[src/common/memif_pkg.sv]
package memif_pkg;

    ///////////////////////////////////////////////////////////////////////
    // widths and depths
    ///////////////////////////////////////////////////////////////////////

    // cpu word address, byte bits already stripped
    localparam int addr_w       = 30;
    localparam int main_words   = 256;
    localparam int loader_words = 64;
    localparam int text_bytes   = 1024;
    localparam int trace_depth  = 16;

    // index widths derived from the depths
    localparam int main_aw   = $clog2(main_words);
    localparam int loader_aw = $clog2(loader_words);
    localparam int text_aw   = $clog2(text_bytes);

    ///////////////////////////////////////////////////////////////////////
    // region map, top nibble of the word address
    ///////////////////////////////////////////////////////////////////////

    localparam logic [3:0] rgn_text   = 4'hc;
    localparam logic [3:0] rgn_dbg    = 4'hd;
    localparam logic [3:0] rgn_kbd    = 4'he;
    localparam logic [3:0] rgn_loader = 4'hf;

    // trap window tag sits in offset bits 25..18
    localparam logic [7:0] trap_tag = 8'hdd;

    // debug word offsets of the two queue pointers
    localparam logic [addr_w-5:0] dbg_start_ofs = 26'd1;
    localparam logic [addr_w-5:0] dbg_end_ofs   = 26'd2;

    ///////////////////////////////////////////////////////////////////////
    // timing and queue constants
    ///////////////////////////////////////////////////////////////////////

    localparam int main_lat    = 4;
    localparam int main_cnt_w  = 3;
    localparam int text_spin   = 3;
    localparam int trace_ptr_w = 4;

    // data port request, held by the cpu while stalled
    typedef struct packed {
        logic              read;
        logic              write;
        logic [addr_w-1:0] addr;
        logic [31:0]       wdata;
        logic [3:0]        be;
    } dmem_req_t;

    // one byte toward the text store
    typedef struct packed {
        logic               wen;
        logic [text_aw-1:0] addr;
        logic [7:0]         char_data;
    } text_wr_t;

    // word 1 in the upper half, word 0 in the lower half
    typedef struct packed {
        logic [10:0]           pad;
        logic                  wr_flag;
        logic                  rd_flag;
        logic [main_cnt_w-1:0] count;
        logic [15:0]           wdata_lo;
        logic [31:0]           req_addr;
    } trace_entry_t;

endpackage

[src/addr_decoder.sv]
`timescale 1ns/1ps

module addr_decoder import memif_pkg::*; (
    input  dmem_req_t         dmem,
    input  logic [addr_w-1:0] instr_addr,
    input  logic [31:0]       main_rdata,
    input  logic [31:0]       loader_data,
    input  logic [31:0]       loader_instr,
    input  logic [31:0]       trace_word,
    input  logic [trace_ptr_w-1:0] trace_start,
    input  logic [trace_ptr_w-1:0] trace_end,
    output logic              main_rd,
    output logic              main_wr,
    output logic              loader_en,
    output logic              loader_wen,
    output logic              text_sel,
    output text_wr_t          text_wr,
    output logic              trap_stall,
    output logic [31:0]       dmem_data_out,
    output logic [31:0]       instr_data_out
);

    logic [3:0]        rgn;
    logic [addr_w-5:0] ofs;
    logic [1:0]        lane;
    logic [7:0]        lane_char;

    // region code and offset inside the region
    assign rgn = dmem.addr[addr_w-1 -: 4];
    assign ofs = dmem.addr[addr_w-5:0];

    ///////////////////////////////////////////////////////////////////////
    // data port steering
    ///////////////////////////////////////////////////////////////////////

    always_comb begin
        // idle defaults, nothing touched
        main_rd       = 1'b0;
        main_wr       = 1'b0;
        loader_en     = 1'b0;
        loader_wen    = 1'b0;
        text_sel      = 1'b0;
        trap_stall    = 1'b0;
        dmem_data_out = '0;

        if (rgn == rgn_text) begin
            // write only, reads come back as zero
            text_sel = 1'b1;
        end else if (rgn == rgn_loader) begin
            loader_en     = 1'b1;
            loader_wen    = dmem.write;
            dmem_data_out = loader_data;
        end else if (rgn == rgn_dbg) begin
            if (ofs[addr_w-5 -: 8] == trap_tag) begin
                // hold the pipe for as long as the access lasts
                trap_stall = dmem.read | dmem.write;
            end else if (ofs == dbg_start_ofs) begin
                dmem_data_out = {{(32-trace_ptr_w){1'b0}}, trace_start};
            end else if (ofs == dbg_end_ofs) begin
                dmem_data_out = {{(32-trace_ptr_w){1'b0}}, trace_end};
            end else begin
                // entry and half picked at the top level from bits 5..1
                dmem_data_out = trace_word;
            end
        end else if (rgn == rgn_kbd) begin
            // no keyboard behind this region
            dmem_data_out = '0;
        end else begin
            // everything else is main memory
            main_rd       = dmem.read;
            main_wr       = dmem.write;
            dmem_data_out = main_rdata;
        end
    end

    // fetch path, loader only
    assign instr_data_out = (instr_addr[addr_w-1 -: 4] == rgn_loader) ? loader_instr : '0;

    // byte lane for text writes, be[3] is the lowest byte address
    always_comb begin
        case (dmem.be)
            4'b1000: begin
                lane      = 2'd0;
                lane_char = dmem.wdata[7:0];
            end
            4'b0100: begin
                lane      = 2'd1;
                lane_char = dmem.wdata[15:8];
            end
            4'b0010: begin
                lane      = 2'd2;
                lane_char = dmem.wdata[23:16];
            end
            default: begin
                // 4'b0001, and any bad enable lands here too
                lane      = 2'd3;
                lane_char = dmem.wdata[31:24];
            end
        endcase
    end

    assign text_wr.wen       = dmem.write;
    assign text_wr.addr      = {dmem.addr[text_aw-3:0], lane};
    assign text_wr.char_data = lane_char;

endmodule

[config.mk]
export PLATFORM = sky130hd
export DESIGN_NAME = addr_decoder
export DESIGN_NICKNAME = d
export VERILOG_FILES = /design/src/common/memif_pkg.sv /design/src/addr_decoder.sv
export SDC_FILE = /design/constraint.sdc
export NUM_CORES = 1
export LEC_CHECK = 0
export ABC_AREA = 1
export BUFFER_PORTS_ARGS = -buffer_cell sky130_fd_sc_hd__buf_2
export CORE_AREA = 2 2 124 126
export DETAILED_ROUTE_END_ITERATION = 8
export DIE_AREA = 0 0 126 128
export REMOVE_ABC_BUFFERS = 1
export SYNTH_ARGS = -nofsm -noshare
export SYNTH_HDL_FRONTEND = slang
export SYNTH_SLANG_ARGS = --single-unit
[constraint.sdc]
create_clock -name vclk -period 2.72
set_input_delay 0.272 -clock vclk [all_inputs]
set_output_delay 0.272 -clock vclk [all_outputs]
set_load 0.005 [all_outputs]
# --- Word level (Yosys, flattened, before mapping) ---
# Index checks and enable logic that the tools add are counted.
totals:
  register_bits: 0
  elab_cells: 39
  inputBits: 234
op_classes:
  bitwise: 1
  eq_ne: 11
  muxes: 27
ops:
  columns: ["operator", "n"]
  rows:
  - ["2-to-1 mux 32 bit", 8]
  - ["equality test 26 x 1 -> 1 bit (second input constant)", 1]
  - ["equality test 26 x 2 -> 1 bit (second input constant)", 1]
  - ["equality test 4 bit (second input constant)", 6]
  - ["case mux 8 bit (3 select lines)", 1]
  - ["2-to-1 mux 1 bit", 17]
  - ["equality test 8 bit (second input constant)", 1]
  - ["case mux 2 bit (3 select lines)", 1]
  - ["equality test 4 x 2 -> 1 bit (second input constant)", 1]
  - ["equality test 4 x 3 -> 1 bit (second input constant)", 1]
  - ["bitwise OR 1 bit", 1]

# --- Depth between registers and ports, before layout ---
logic_depth:
  word_depth: 7
  depth_mapped: 12
  depth_no_buf: 11

# --- Worst setup path after synthesis ---
# OpenSTA, ideal clock, no wires.
synth_path:
  kind: "input-to-output"
  startpoint: "input dmem[51] in the netlist's numbering"
  endpoint: "output dmem_data_out[19]"
  t_required_ns: 2.448
  arrival_ns: 1.235
  slack_ns: 1.213
  stages: 11
  path_cell_list: "nor2_1 -> nand2_1 -> nor2_4 -> nand2_1 -> nor2_4 -> nor2_8 -> buf_8 -> nand2_2 -> nand2_1 -> nand2_1 -> a21oi_2"
synth_via:
  elab_chain_len: 7
synth_lines:
  columns: ["element", "line", "source"]
  rows:
  - ["start: declaration", "addr_decoder.sv:4", "input dmem_req_t dmem,"]
  - ["equality test 26 x 2 -> 1 bit", "addr_decoder.sv:59", "end else if (ofs == dbg_end_ofs) begin"]
  - ["2-to-1 mux 32 bit", "addr_decoder.sv:59", null]
  - ["2-to-1 mux 32 bit *", "addr_decoder.sv:57", "end else if (ofs == dbg_start_ofs) begin"]
  - ["2-to-1 mux 32 bit *", "addr_decoder.sv:54", "if (ofs[addr_w-5 -: 8] == trap_tag) begin"]
  - ["2-to-1 mux 32 bit *", "addr_decoder.sv:53", "end else if (rgn == rgn_dbg) begin"]
  - ["2-to-1 mux 32 bit *", "addr_decoder.sv:49", "end else if (rgn == rgn_loader) begin"]
  - ["2-to-1 mux 32 bit *", "addr_decoder.sv:46", "if (rgn == rgn_text) begin"]
  - ["end: declaration", "addr_decoder.sv:19", "output logic [31:0] dmem_data_out,"]
# Every way passes the cells marked *; elsewhere a longest branch is shown, timed or not.

# --- Worst setup path in the final report ---
layout_path:
  startpoint: "input dmem[60] in the netlist's numbering"
  endpoint: "output dmem_data_out[3]"
layout_via:
  elab_chain_len: 7
layout_lines:
  columns: ["element", "line"]
  rows:
  - ["equality test 26 x 2 -> 1 bit", "addr_decoder.sv:59"]
  - ["2-to-1 mux 32 bit", "addr_decoder.sv:59"]
  - ["2-to-1 mux 32 bit", "addr_decoder.sv:57"]
  - ["2-to-1 mux 32 bit *", "addr_decoder.sv:54"]
  - ["2-to-1 mux 32 bit *", "addr_decoder.sv:53"]
  - ["2-to-1 mux 32 bit *", "addr_decoder.sv:49"]
  - ["2-to-1 mux 32 bit *", "addr_decoder.sv:46"]
# Marked as above.

==> out/qor.yml <==
timing.critical_path.slowest_stage_cell: "nand3_2"
crit_buf_inv: 4
grt_overflow_total: 0
internal-power_w: 0.000230
insertedDiodeCount: 0
ys_types: 29
ys_seq_area_frac: 0
min_path_type: "primary input to primary output"
finalCriticalPeriod_ns: 2.19
post_drt_wl_per_cell_um: 12.2
drtIter0Drc: 96
leakage_nw: 2.37
maxCapViolCount: 0
status: "completed"
die-height_um: 128
io_buffers: 297
ctsHoldBuffers: 0
nNetsFinal: 945
synth_commonest_cells: "nand2_1, nor2_1, inv_1"
worstPathArrival_ns: 1.91
path_delay_family: "simple AND/OR/NAND/NOR gates"
grt_start_max_net_pins: 50
routed_wl_mm: 11.0
path_cells: "buf_2 > inv_1 > nand2_1 > nor2_1 > inv_1 > nor2_1 > nand3_2 > nand3_1 > nand2_1 > a21oi_1 > buf_2"
regArea_um2: 0
vias: 3590
cp_max_fo: 16
n_clock_buffer: 0
grt_pass1_vias: 3303
start_kind: "primary input"
netlist_instances: 437
drive_gt1_frac: 0.488
p_clk_frac: 0
drt_pre_antenna_iters: 4
cts_setup_buffers: 0
synth_area_leaders: "nand2_1, nor2_1, inv_1"
p_switching_w: 0.000211
fp.coreArea_um2: 14900
pwr-share-seq: 0
combPwrFrac: 1.000
grt_antenna_before_repair: 0
power.density_nw_per_um2: 119
fmax_mhz: 458
via_per_inst: 4.00
syn_area_per_cell_um2: 4.79
rows: 45
endpoint_kind: "primary output"
grt_pass1_wl_mm: 16.0
die_w_um: 126
cp.required_ns: 2.45
pin_count: 323
initial_core_util: 0.141
die_area_um2: 16100
swShare: 0.479
drc: 0
ir_drop_mv: 0.0618
detail-route-antenna-nets: 0
netlist.area_leader.share: 0.222
slew_headroom: 0.254
dpl.hpwl_mm: 9.26
slew_viol_final: 0
ys.warnings.count: 0
max_stage_delay_ns: 0.35
crit_type: "primary input to primary output"
rsz0062_at_grt: "false"
gp_congestion: 0.812
finalSetupViolCount: 0
syn_area_um2: 2090
cts_resized: 0
synth.most_common_cell: "nand2_1"
area_delta_synth_final_pct: 76.2
synth_area_leader_cell: "nand2_1"
grt_use_total: 0.120
min_period_over_period: 0.803
hold-worst-slack_ns: 0.737
seq_cell_count: 0
worst_slew_pin_slew_ns: 1.12
total_power_w: 0.000440
finalHoldViolCount: 0
tns_ns: 0
## per-layer routing
metal	share of wire	vias up	GRT usage	wire, µm
li1	-	1896	-	-
met3	0.081	10	0.0129	890
met4	0.0088	0	0.0129	97
met1	0.42	1497	0.151	4620
met5	0	-	0	0
met2	0.49	187	0.229	5380
## layout make-up
| cell class | count | area, µm² |
|---|---|---|
| fill | 1728 | 11200 |
| inverter | 77 | 294 |
| multi-input combinational | 328 | 1610 |
| tap | 188 | 235 |
| timing repair buffer | 304 | 1550 |
## power groups by stage
| stage | Clock, W | Sequential (W) | Combinational (W) |
|---|---|---|---|
| 6_report | 0 | 0 | 0.000440 |
| 5_1_grt | 0 | 0 | 0.000492 |
| 4_1_cts | 0 | 0 | 0.000443 |
| 3_5_place_dp | 0 | 0 | 0.000441 |
| 3_3_place_gp | 0 | 0 | 0.000439 |
| 2_1_floorplan | 0 | 0 | 0.000177 |
## through the flow
step	cell area, µm²	util	std cells	setup slack (ns)
4_1_cts	3690	0.248	897	0.501
6_report	3690	0.248	897	0.534
2_1_floorplan	1900	-	405	0.783
5_1_grt	3690	0.248	897	0.318
3_3_place_gp	3690	0.248	897	0.533
3_5_place_dp	3690	0.248	897	0.512
## final timing paths
| path | cells after the start | startpoint | slack (ns) | to |
|---|---|---|---|---|
| worst max-delay path | 11 | dmem[60] | 0.53 | dmem_data_out[3] |
| worst min-delay path | 2 | dmem[66] | 0.74 | text_wr[18] |
## placed cells by master (no fill, tap or decap), drive strengths merged
master,netlist,final
nand3,14,14
nand2,136,136
a22oi,3,3
a31oi,7,7
nand4,12,12
a211oi,1,1
a32oi,5,5
buf,22,304
clkinv,1,1
nor2,79,79
a21oi,32,32
nor3,6,6
inv,76,76
or2,1,1
o21ai,32,32
## cell families (layout without fill, tap and decap cells)
| kind of cell | count (synthesis) | count (layout) | synth area share |
|---|---|---|---|
| AO/OA/AOI/OAI | 80 | 80 | 0.238 |
| buffers and inverters | 109 | 381 | 0.233 |
| AND/OR/NAND/NOR | 248 | 248 | 0.529 |
(Power assumes the default switching activity.)
